$ cat config.mk
export PLATFORM = sky130hd
export DESIGN_NAME = exec_alu
export DESIGN_NICKNAME = d
export VERILOG_FILES = /design/src/alu_pkg.sv /design/src/add_unit.sv /design/src/mul_unit.sv /design/src/compare_unit.sv /design/src/logic_sat_unit.sv /design/src/delay_line.sv /design/src/exec_alu.sv
export VERILOG_INCLUDE_DIRS = /design/src
export SDC_FILE = /design/constraint.sdc
export NUM_CORES = 2
export LEC_CHECK = 0
export BUFFER_PORTS_ARGS = -buffer_cell sky130_fd_sc_hd__buf_2
export CORE_AREA = 5 5 327 297
export CTS_CLUSTER_SIZE = 30
export DETAILED_ROUTE_END_ITERATION = 12
export DIE_AREA = 0 0 332 302
export PLACE_DENSITY = 0.79
export SKIP_LAST_GASP = 1
export SYNTH_ARGS = -nofsm -noshare
export SYNTH_HDL_FRONTEND = slang
export SYNTH_HIERARCHICAL = 1
export SYNTH_SLANG_ARGS = --single-unit
$ cat constraint.sdc
create_clock -name clock -period 33.6 [get_ports clock]
set_input_delay 0 -clock clock [delete_from_list [all_inputs] [get_ports clock]]
set_output_delay 0 -clock clock [all_outputs]
set_load 0.05 [all_outputs]
$ cat src/alu_cfg.svh
/*
 * Configuration macros for the execution stage
 * Operand width, register address width and pipeline depth
 */
`ifndef ALU_CFG_SVH
`define ALU_CFG_SVH

// Operand and result width in bits
`define ALU_DATA_WIDTH 32

// Width of the destination register address
`define ALU_ADDR_WIDTH 8

// Clock edges from acceptance of an instruction to its result,
// identical for every lane
`define ALU_PIPELINE_DEPTH 5

`endif

$ cat src/alu_pkg.sv
/*
 * Shared types of the execution stage
 * Opcode enum, issue and result structs, per-lane carrier
 */
`include "alu_cfg.svh"

package alu_pkg;

    // Encodings follow the core's instruction set, gaps are the float ops
    typedef enum logic [4:0] {
        NOP  = 5'd0,
        ADD  = 5'd1,
        SUB  = 5'd2,
        MUL  = 5'd3,
        LDC  = 5'd6,
        LDR  = 5'd7,
        BGT  = 5'd8,
        BLE  = 5'd9,
        BEQ  = 5'd10,
        BNE  = 5'd11,
        STOP = 5'd12,
        AND  = 5'd13,
        OR   = 5'd14,
        NOT  = 5'd15,
        SATP = 5'd16,
        SATN = 5'd17
    } opcode_e;

    // One instruction as handed over by the core
    typedef struct packed {
        opcode_e                    op;
        logic [`ALU_DATA_WIDTH-1:0] a;
        logic [`ALU_DATA_WIDTH-1:0] b;
        logic [`ALU_ADDR_WIDTH-1:0] dest;
    } issue_t;

    // Write-back value and its target register
    typedef struct packed {
        logic [`ALU_DATA_WIDTH-1:0] data;
        logic [`ALU_ADDR_WIDTH-1:0] dest;
    } result_t;

    // What each lane carries down the pipeline
    typedef struct packed {
        logic    valid;
        result_t res;
    } lane_t;

endpackage

$ cat src/add_unit.sv
/*
 * Adder/subtractor lane, two register stages
 * Handles ADD and SUB with wrap-around modulo 2^32
 */
`timescale 1ns/100ps
`include "alu_cfg.svh"

module add_unit (
    input  logic             clock,
    input  logic             arst_n,
    input  logic             advance,
    input  logic             issue_fire,
    input  alu_pkg::issue_t  issue,
    output alu_pkg::lane_t   lane
);

    logic                       is_sub;
    logic                       s1_valid;
    logic [`ALU_DATA_WIDTH-1:0] s1_a;
    logic [`ALU_DATA_WIDTH-1:0] s1_b;
    logic                       s1_cin;
    logic [`ALU_ADDR_WIDTH-1:0] s1_dest;
    logic                       s2_valid;
    alu_pkg::result_t           s2_res;

    assign is_sub = (issue.op == alu_pkg::SUB);

    always_ff @(posedge clock or negedge arst_n) begin
        if (!arst_n) begin
            s1_valid <= 1'b0;
            s2_valid <= 1'b0;
        end else if (advance) begin
            s1_valid <= issue_fire && (issue.op == alu_pkg::ADD || is_sub);
            s2_valid <= s1_valid;
        end
    end

    // Subtraction as a + ~b + 1
    always_ff @(posedge clock) begin
        if (advance) begin
            s1_a        <= issue.a;
            s1_b        <= is_sub ? ~issue.b : issue.b;
            s1_cin      <= is_sub;
            s1_dest     <= issue.dest;
            s2_res.data <= s1_a + s1_b + `ALU_DATA_WIDTH'(s1_cin);
            s2_res.dest <= s1_dest;
        end
    end

    assign lane.valid = s2_valid;
    assign lane.res   = s2_res;

endmodule

$ cat src/mul_unit.sv
/*
 * Multiplier lane, three register stages
 * Signed product, low half returned
 */
`timescale 1ns/100ps
`include "alu_cfg.svh"

module mul_unit (
    input  logic             clock,
    input  logic             arst_n,
    input  logic             advance,
    input  logic             issue_fire,
    input  alu_pkg::issue_t  issue,
    output alu_pkg::lane_t   lane
);

    logic                                s1_valid;
    logic signed [`ALU_DATA_WIDTH-1:0]   s1_a;
    logic signed [`ALU_DATA_WIDTH-1:0]   s1_b;
    logic        [`ALU_ADDR_WIDTH-1:0]   s1_dest;
    logic                                s2_valid;
    logic signed [2*`ALU_DATA_WIDTH-1:0] s2_prod;
    logic        [`ALU_ADDR_WIDTH-1:0]   s2_dest;
    logic                                s3_valid;
    alu_pkg::result_t                    s3_res;

    always_ff @(posedge clock or negedge arst_n) begin
        if (!arst_n) begin
            s1_valid <= 1'b0;
            s2_valid <= 1'b0;
            s3_valid <= 1'b0;
        end else if (advance) begin
            s1_valid <= issue_fire && (issue.op == alu_pkg::MUL);
            s2_valid <= s1_valid;
            s3_valid <= s2_valid;
        end
    end

    // Operands are registered before the multiplier so the product
    // gets a full cycle of its own
    always_ff @(posedge clock) begin
        if (advance) begin
            s1_a        <= issue.a;
            s1_b        <= issue.b;
            s1_dest     <= issue.dest;
            s2_prod     <= s1_a * s1_b;
            s2_dest     <= s1_dest;
            s3_res.data <= s2_prod[`ALU_DATA_WIDTH-1:0];
            s3_res.dest <= s2_dest;
        end
    end

    assign lane.valid = s3_valid;
    assign lane.res   = s3_res;

endmodule

$ cat src/compare_unit.sv
/*
 * Branch-condition lane, one register stage
 * Signed BGT, BLE, BEQ and BNE giving 1 or 0
 */
`timescale 1ns/100ps
`include "alu_cfg.svh"

module compare_unit (
    input  logic             clock,
    input  logic             arst_n,
    input  logic             advance,
    input  logic             issue_fire,
    input  alu_pkg::issue_t  issue,
    output alu_pkg::lane_t   lane
);

    logic             claim;
    logic             cond;
    logic             out_valid;
    alu_pkg::result_t out_res;

    always_comb begin
        claim = 1'b1;
        cond  = 1'b0;
        case (issue.op)
            alu_pkg::BGT: cond = $signed(issue.a) > $signed(issue.b);
            alu_pkg::BLE: cond = $signed(issue.a) <= $signed(issue.b);
            alu_pkg::BEQ: cond = (issue.a == issue.b);
            alu_pkg::BNE: cond = (issue.a != issue.b);
            default:      claim = 1'b0;
        endcase
    end

    always_ff @(posedge clock or negedge arst_n) begin
        if (!arst_n) begin
            out_valid <= 1'b0;
        end else if (advance) begin
            out_valid <= issue_fire && claim;
        end
    end

    always_ff @(posedge clock) begin
        if (advance) begin
            out_res.data <= {{(`ALU_DATA_WIDTH-1){1'b0}}, cond};
            out_res.dest <= issue.dest;
        end
    end

    assign lane.valid = out_valid;
    assign lane.res   = out_res;

endmodule

$ cat src/logic_sat_unit.sv
/*
 * Logic and saturation lane, one register stage
 * AND, OR, NOT, and signed clipping against the limit in b
 */
`timescale 1ns/100ps
`include "alu_cfg.svh"

module logic_sat_unit (
    input  logic             clock,
    input  logic             arst_n,
    input  logic             advance,
    input  logic             issue_fire,
    input  alu_pkg::issue_t  issue,
    output alu_pkg::lane_t   lane
);

    logic                       claim;
    logic                       a_above_b;
    logic [`ALU_DATA_WIDTH-1:0] next_data;
    logic                       out_valid;
    alu_pkg::result_t           out_res;

    // One signed comparator serves both clipping directions
    assign a_above_b = $signed(issue.a) > $signed(issue.b);

    always_comb begin
        claim     = 1'b1;
        next_data = '0;
        case (issue.op)
            alu_pkg::AND: next_data = issue.a & issue.b;
            alu_pkg::OR:  next_data = issue.a | issue.b;
            alu_pkg::NOT: next_data = ~issue.a;
            // Upper limit, a is pulled down to b
            alu_pkg::SATP: begin
                next_data = a_above_b ? issue.b : issue.a;
            end
            // Lower limit, a is pulled up to b
            alu_pkg::SATN: begin
                next_data = a_above_b ? issue.a : issue.b;
            end
            default: claim = 1'b0;
        endcase
    end

    always_ff @(posedge clock or negedge arst_n) begin
        if (!arst_n) begin
            out_valid <= 1'b0;
        end else if (advance) begin
            out_valid <= issue_fire && claim;
        end
    end

    always_ff @(posedge clock) begin
        if (advance) begin
            out_res.data <= next_data;
            out_res.dest <= issue.dest;
        end
    end

    assign lane.valid = out_valid;
    assign lane.res   = out_res;

endmodule

$ cat src/delay_line.sv
/*
 * Stall-aware chain of lane registers
 * Pads a lane so all lanes share one pipeline depth
 */
`timescale 1ns/100ps

module delay_line #(
    parameter int STAGES = 1
) (
    input  logic           clock,
    input  logic           arst_n,
    input  logic           advance,
    input  alu_pkg::lane_t lane_in,
    output alu_pkg::lane_t lane_out
);

    logic             valid_q [STAGES];
    alu_pkg::result_t res_q   [STAGES];

    always_ff @(posedge clock or negedge arst_n) begin
        if (!arst_n) begin
            for (int i = 0; i < STAGES; i++) begin
                valid_q[i] <= 1'b0;
            end
        end else if (advance) begin
            valid_q[0] <= lane_in.valid;
            for (int i = 1; i < STAGES; i++) begin
                valid_q[i] <= valid_q[i-1];
            end
        end
    end

    // The data shifts with the valid bit, nothing moves during a stall
    always_ff @(posedge clock) begin
        if (advance) begin
            res_q[0] <= lane_in.res;
            for (int i = 1; i < STAGES; i++) begin
                res_q[i] <= res_q[i-1];
            end
        end
    end

    assign lane_out.valid = valid_q[STAGES-1];
    assign lane_out.res   = res_q[STAGES-1];

endmodule

$ cat src/exec_alu.sv
/*
 * Execution stage top level
 * Issue and result handshakes, functional lanes, load path,
 * padding to a fixed depth and the one-hot result mux
 */
`timescale 1ns/100ps
`include "alu_cfg.svh"

module exec_alu (
    input  logic               clock,
    input  logic               arst_n,
    input  logic               issue_valid,
    output logic               issue_ready,
    input  alu_pkg::issue_t    issue,
    output logic               result_valid,
    input  logic               result_ready,
    output alu_pkg::result_t   result
);

    localparam int N_LANES   = 5;
    localparam int LANE_ADD  = 0;
    localparam int LANE_MUL  = 1;
    localparam int LANE_CMP  = 2;
    localparam int LANE_LOG  = 3;
    localparam int LANE_LOAD = 4;

    // Register stages inside each lane, in lane index order
    localparam int LANE_LATENCY [N_LANES] = '{2, 3, 1, 1, 0};

    logic           advance;
    logic           issue_fire;
    alu_pkg::lane_t lane_raw [N_LANES];
    alu_pkg::lane_t lane_pad [N_LANES];

    // The whole pipeline moves as one unless the output is blocked
    assign advance     = result_ready || !result_valid;
    assign issue_ready = advance;
    assign issue_fire  = issue_valid && advance;

    add_unit u_add_unit (
        .clock      (clock),
        .arst_n     (arst_n),
        .advance    (advance),
        .issue_fire (issue_fire),
        .issue      (issue),
        .lane       (lane_raw[LANE_ADD])
    );

    mul_unit u_mul_unit (
        .clock      (clock),
        .arst_n     (arst_n),
        .advance    (advance),
        .issue_fire (issue_fire),
        .issue      (issue),
        .lane       (lane_raw[LANE_MUL])
    );

    compare_unit u_compare_unit (
        .clock      (clock),
        .arst_n     (arst_n),
        .advance    (advance),
        .issue_fire (issue_fire),
        .issue      (issue),
        .lane       (lane_raw[LANE_CMP])
    );

    logic_sat_unit u_logic_sat_unit (
        .clock      (clock),
        .arst_n     (arst_n),
        .advance    (advance),
        .issue_fire (issue_fire),
        .issue      (issue),
        .lane       (lane_raw[LANE_LOG])
    );

    // Load path has no stages of its own, LDC takes the immediate from b
    always_comb begin
        lane_raw[LANE_LOAD].valid    = issue_fire &&
                                       (issue.op == alu_pkg::LDR ||
                                        issue.op == alu_pkg::LDC);
        lane_raw[LANE_LOAD].res.data = (issue.op == alu_pkg::LDC) ? issue.b : issue.a;
        lane_raw[LANE_LOAD].res.dest = issue.dest;
    end

    for (genvar g = 0; g < N_LANES; g++) begin : g_pad
        delay_line #(
            .STAGES (`ALU_PIPELINE_DEPTH - LANE_LATENCY[g])
        ) u_delay_line (
            .clock    (clock),
            .arst_n   (arst_n),
            .advance  (advance),
            .lane_in  (lane_raw[g]),
            .lane_out (lane_pad[g])
        );
    end

    // Only one instruction sits at the last depth, so at most one
    // lane is valid here and a plain OR of masked values is enough
    always_comb begin
        result_valid = 1'b0;
        result       = '0;
        for (int i = 0; i < N_LANES; i++) begin
            result_valid = result_valid | lane_pad[i].valid;
            if (lane_pad[i].valid) begin
                result = result | lane_pad[i].res;
            end
        end
    end

endmodule

# Word-level counts from Yosys, hierarchy flattened
# Memories as Yosys holds them, arrays and structs flattened.
# Index checks and enable logic that the tools add are counted.
[word_totals] regBits=275 ramBits=720 inputBits=81 out_inout_bits=42 wordCells=102 mem_count=5
[classes] addsub=2 mul=1 magnitude_cmp=2 eq_ne=16 n_mux=15 n_bitwise=12 reduce_logical=12
[memory_table] memory="g_pad[4].u_delay_line.res_q" depth=5 word_bits=40 rd=5 rd_ports_with_merged_regs=0 wr=5 line_no="delay_line.sv:18" text="alu_pkg::result_t res_q [STAGES];"
[memory_table] memory="g_pad[2].u_delay_line.res_q" depth=4 word_bits=40 rd=4 rd_ports_with_merged_regs=0 wr=4 line_no="delay_line.sv:18"
[memory_table] memory="g_pad[3].u_delay_line.res_q" depth=4 word_bits=40 rd=4 rd_ports_with_merged_regs=0 wr=4 line_no="delay_line.sv:18"
[memory_table] memory="g_pad[0].u_delay_line.res_q" depth=3 word_bits=40 rd=3 rd_ports_with_merged_regs=0 wr=3 line_no="delay_line.sv:18"
[memory_table] memory="g_pad[1].u_delay_line.res_q" depth=2 word_bits=40 rd=2 rd_ports_with_merged_regs=0 wr=2 line_no="delay_line.sv:18"
[op_table] op="$mux 40" n=5
[op_table] op="$or 40x40->40" n=4
[op_table] op="$pmux 32 s5" n=1
[op_table] op="$mux 32" n=4
[op_table] op="$not 32->32" n=2
[op_table] op="$eq 5x4->1 const B" n=7
[op_table] op="$add 32x1->32" n=1
[op_table] op="$add 32x32->32" n=1
[op_table] op="$and 32x32->32" n=1
[op_table] op="$eq 32x32->1" n=1
[op_table] op="$gt 32x32->1" n=1
[op_table] op="$le 32x32->1" n=1
[op_table] op="$mul 32x32->32" n=1
[op_table] op="$ne 32x32->1" n=1
[op_table] op="$or 32x32->32" n=1
[op_table] op="$eq 5x2->1 const B" n=2
[op_table] op="$eq 5x3->1 const B" n=2
[op_table] op="$eq 5x5->1 const B" n=2
[op_table] op="$logic_and 1x1->1" n=6
[op_table] op="$eq 5x1->1 const B" n=1
[op_table] op="$reduce_or 5->1" n=1
[op_table] op="$mux 1" n=4
[op_table] op="$or 1x1->1" n=4
[op_table] op="$pmux 1 s4" n=1
[op_table] op="other kinds (3)" n=5

# Logic depth before layout (Yosys ltp)
# An unclocked memory read counts as a cell.
[depth] word_depth=10 mapped_depth=27 depth_no_buf=25

# Hierarchy
# The synthesis kept the hierarchy.
[by_module_without_submodules] mod="mul_unit" n_inst=1 cells_each=1977 area_per_inst_um2=20985.1 seq_area_each_um2=4639.4
[by_module_without_submodules] mod="delay_line at g_pad[2].u_delay_line ..." n_inst=2 cells_each=169 area_per_inst_um2=4957.3 seq_area_each_um2=4904.7
[by_module_without_submodules] mod="delay_line at g_pad[4].u_delay_line" n_inst=1 cells_each=251 area_per_inst_um2=6495.0 seq_area_each_um2=6130.9
[by_module_without_submodules] mod="add_unit" n_inst=1 cells_each=417 area_per_inst_um2=5676.7 seq_area_each_um2=3443.3
[by_module_without_submodules] mod="logic_sat_unit" n_inst=1 cells_each=507 area_per_inst_um2=4578.1 seq_area_each_um2=1226.2
[by_module_without_submodules] mod="delay_line at g_pad[0].u_delay_line" n_inst=1 cells_each=167 area_per_inst_um2=4020.1 seq_area_each_um2=3678.5
[by_module_without_submodules] mod="delay_line at g_pad[1].u_delay_line" n_inst=1 cells_each=125 area_per_inst_um2=2782.7 seq_area_each_um2=2452.4
[by_module_without_submodules] mod="exec_alu" n_inst=1 cells_each=189 area_per_inst_um2=1560.2 seq_area_each_um2=0.0
[by_module_without_submodules] mod="compare_unit" n_inst=1 cells_each=165 area_per_inst_um2=1410.1 seq_area_each_um2=295.3

# Worst setup path after synthesis
# No wires, ideal clock.
[synth_path] kind="reg2reg" start="register g_pad[4].u_delay_line.valid_q, in the netlist g_pad[4].u_delay_line/lane_out[40]" end="register g_pad[0].u_delay_line.valid_q, in the netlist g_pad[0].u_delay_line/lane_out[40]" setup_ns=0.175 arrival_ns=24.319 required_time_ns=33.425 setup_slack_ns=9.106 path_stages_with_launch=7 path_buffers=2 period_less_slack_ns=24.494 path_cell_list="dfrtp_1 -> buf_4 -> clkbuf_1 -> nor3_1 -> a21oi_1 -> inv_1 -> mux2_2"
[synth_between] elab_chain_len=3
[synth_lines] item="from (decl)" line_no="delay_line.sv:17" text="logic valid_q [STAGES];"
[synth_lines] item="from (signal, indexed assignment)" line_no="delay_line.sv:28" text="valid_q[i] <= valid_q[i-1];"
[synth_lines] item="$or 1x1->1" line_no="exec_alu.sv:103" text="result_valid = result_valid | lane_pad[i].valid;"
[synth_lines] item="$logic_not 1->1" line_no="exec_alu.sv:36" text="assign advance = result_ready || !result_valid;"
[synth_lines] item="$logic_or 1x1->1" line_no="exec_alu.sv:36"
[synth_lines] item="named net issue_ready" line_no="exec_alu.sv:13" text="output logic issue_ready,"
[synth_lines] item="to (signal, indexed assignment)" line_no="delay_line.sv:28"
[synth_lines] item="to (decl)" line_no="delay_line.sv:17"
# The timed path passes the listed nets, and every way through them passes these cells.
# A chain may end at the register's enable or synchronous reset.

# Final worst setup path
[layout_path] start="register u_mul_unit.s1_b[3]" end="register u_mul_unit.s2_prod[28] (data pin)"
[layout_between] elab_chain_len=1
[layout_lines] item="from (decl)" line_no="mul_unit.sv:19" text="logic signed [`ALU_DATA_WIDTH-1:0] s1_b;"
[layout_lines] item="from (signal assigned)" line_no="mul_unit.sv:44" text="s1_b <= issue.b;"
[layout_lines] item="$mul 32x32->32" line_no="mul_unit.sv:46" text="s2_prod <= s1_a * s1_b;"
[layout_lines] item="to (signal assigned)" line_no="mul_unit.sv:46"
[layout_lines] item="to (decl)" line_no="mul_unit.sv:22" text="logic signed [2*`ALU_DATA_WIDTH-1:0] s2_prod;"
# No other way between the ends.

==> results.md <==
- Status: finished, final reports clean
- Final hold viol count: 0
- RSZ-0062 raised after global routing: false
- Total Routing Usage GR: 0.253
- Async set-reset flop share out of synthesis: 0.0236
- Mapped Cells: around 4100
- Crit. End Element: flip-flop
- DR pass1 iterations: 8
- Max Cap Viol: 0
- CP max FO: 29
- Synthesized area per cell: ~14 sq um
- Layout fillers: between 6000 and 7000
- RePlAce Congestion: 0.916
- Synthesis Warnings: 6
- DIE WIDTH: 332 um
- WL/cell: roughly 23 um
- Inserted Clock Buffers: 92
- WL final: between 100000 and 150000 um
- Number of synthesized register bits: ~1100
- Htree depth: 3
- Initial Util: 0.614
- Final Max Slew Viols: 0
- Critical Path AT: roughly 8 ns
- Die Ht: a little over 300 um
- Core Region: 93600 sq um
- Critical Path Max Stage Delay: approximately 0.99 ns
- Tcrit/Tclk final: 0.226
- Post CTS Setup Buffer Count: 0
- Hold Crit Class: in2reg
- Area leader, netlist: edfxtp_1
- Cell Area, Synth: 57400 sq um
- First-pass GRT wire length: 194000 um
- Min-delay src: issue[73]
- Commonest cells after routing, fill and taps aside: edfxtp_1 (1034), inv_1 (562), fa_1 (410)
- Worst r2r src: u_mul_unit/s1_b[3]$_DFFE_PP_
- Antenna violations before repair: 7
- Nets: between 4000 and 5000
- Post-layout min period: 7.61 ns
- Post-DP HPWL: roughly 84000 um
- Final Setup Violations: 0
- Root Driver: clkbuf_16
- Post-synth EDFFs: 1034
- Clock Skew: around 0.037 ns
- Maximum clock path buffer count: 3
- Fin area: 62200 sq um
- Routed Antenna Nets: 0
- Grt total ovfl: 0
- Crit-path most repeated cell: fa_1
- Area after DPL: ~58000 sq um
- Port Buffers: roughly 120
- Synth cell types: 87
- Worst Path Required: roughly 34 ns
- Slowest CP cell: edfxtp_1
- Final hold slack: between 0.04 and 0.05 ns
- Fmax: 131 MHz
- 1st-iter DRT viols: ~3200
- # IOs: approximately 120
- Post-CTS resize count: 0
- CTS Hold Bufs: 84
- DRC Markers: 0
- Vias in the first global route: 32200
- Worst-Skew Late Latency: approximately 0.68 ns
- Share of cells above drive strength 1: 0.0936
- Slew headroom: 0.156
- Largest net degree at the start of global routing: roughly 220
- Clock slew seen by the registers of the worst setup and hold paths: 0.06 ns
- Worst path bufs/invs: 4
- Row Count: about 110
- Clock sink total: roughly 1100
- Dominant synthesized flop cell: edfxtp_1
- Worst path top cell family by delay: adder cells
- Most common cell after layout, fill and taps aside: edfxtp_1
- Worst-margin pin slew: ~1.3 ns
- TNS Setup: 0 ns
- Seq/Total Area, Yosys: 0.552
- Vias/cell: 5.73
- Area Growth Syn to Fin: 8.29%
- Critical-path cell list: and2_1 -> fa_1 -> fa_1 -> inv_1 -> fa_1 -> fa_1 -> inv_1 -> fa_1 -> inv_1 -> fa_1 -> inv_1 -> fa_1 -> fa_1 -> ha_1 -> and3_1 -> a221oi_1 -> o31ai_2 -> o311a_4 -> nor2_4 -> o21ai_2 -> o311a_1
- CTS tree: yes
- Synth top area share: 0.541
- Die footprint: roughly 100000 sq um
- Kind of critical path: reg2reg
- Crit. Startpoint: u_mul_unit/s1_b[3]$_DFFE_PP_
- Area contributors post-synth: edfxtp_1 (54%), fa_1 (14%), ha_1 (6.7%)
- Vias: 31600
- CP Launch Type: flip-flop
-- worst paths after layout --
path                       cells after the start  slack, ns                                             end
max                                           21      25.99                u_mul_unit/s2_prod[28]$_DFFE_PP_
min                                            4       0.05                 u_mul_unit/s1_valid$_DFFE_PN0P_
max in group asynchronous                      4      33.00  g_pad[4].u_delay_line/lane_out[40]$_DFFE_PN0P_
min reg2reg                                    0       0.40   g_pad[4].u_delay_line/res_q[0][104]$_DFFE_PP_
max reg2reg                                   21      25.99                u_mul_unit/s2_prod[28]$_DFFE_PP_
min in group asynchronous                      4       0.42    g_pad[3].u_delay_line/valid_q[1]$_DFFE_PN0P_
-- cell families (layout without fill, tap and decap cells) --
| group | Yosys count | count (layout) | synth area share |
|---|---|---|---|
| DFF | 1059 | 1059 | 0.552 |
| buffers and inverters | 884 | 972 | 0.0700 |
| muxes | 86 | 86 | 0.0181 |
| and+or+nand+nor | 874 | 874 | 0.0791 |
| xor gates and xnor gates | 150 | 150 | 0.0229 |
| other | 1 | 37 | 0.0000653 |
| AOI/OAI and AO/OA | 364 | 364 | 0.0482 |
| adders and majority gates | 718 | 718 | 0.210 |
-- tightest hold or removal path: stages --
cell and delay (ns):
buf_2 0.10, buf_4 0.28, nand4_1 0.17, o21ai_0 0.08
-- layer usage --
layer | vias up | global-route usage | wire (um)
met4 | 2 | 0.0727 | 3750
met1 | 15900 | 0.357 | 50600
met3 | 214 | 0.0457 | 10900
li1 | 14000 | - | -
met2 | 1455 | 0.413 | 59600
met5 | - | 0 | 13
-- per-stage QoR --
step            util  std cells  setup slack (ns)
3_5_place_dp   0.621       5251             26.06
2_1_floorplan      -       4166              9.11
6_report       0.664       5513             25.99
3_3_place_gp   0.621       5251             26.16
4_1_cts        0.664       5507             26.02
5_1_grt        0.664       5507             25.62
-- state kept, by name (all words and copies together), names as in the netlist, 32 cells and up --
signal,cells
u_add_unit/s1_b,32
u_add_unit/s1_a,32
g_pad.u_delay_line/res_q,720
u_mul_unit/s1_b,32
u_mul_unit/lane,40
u_mul_unit/s2_prod,32
u_mul_unit/s1_a,32
u_logic_sat_unit/lane,40
u_add_unit/lane,40
-- cell type report --
class,instances,area (sq um),share of cell area
repair buffers,237,1720,0.0276
clock buffers,104,2400,0.0386
inverters,563,2120,0.0341
clock inverters,68,810,0.0130
flip-flops and latches,1059,31700,0.509
multi-input cells,2223,21900,0.352
well taps,1253,1570,0.0252
diodes,6,15.0,0.000241
-- synth_stat cells (7+ instances only) --
master / instances
edfxtp_1: 1034
inv_1: 563
fa_1: 410
and2_1: 339
nand2_1: 311
ha_1: 308
buf_4: 160
clkbuf_1: 138
xnor2_1: 120
nor2_1: 76
a21oi_1: 75
a22oi_1: 72
a222oi_1: 40
nor4_1: 40
o21ai_0: 38
a311o_1: 33
mux2i_1: 32
mux2_4: 30
xor2_1: 30
dfrtp_1: 25
mux2_2: 23
nand3_1: 20
nor3_1: 17
nand4_1: 16
a21o_1: 15
nor2b_1: 12
buf_2: 10
a31oi_1: 9
and3_1: 8
o211ai_1: 7
o21bai_1: 7
Power is not shown: default switching activity piles up to over one toggle a cycle in this logic, so the estimate is an artifact.
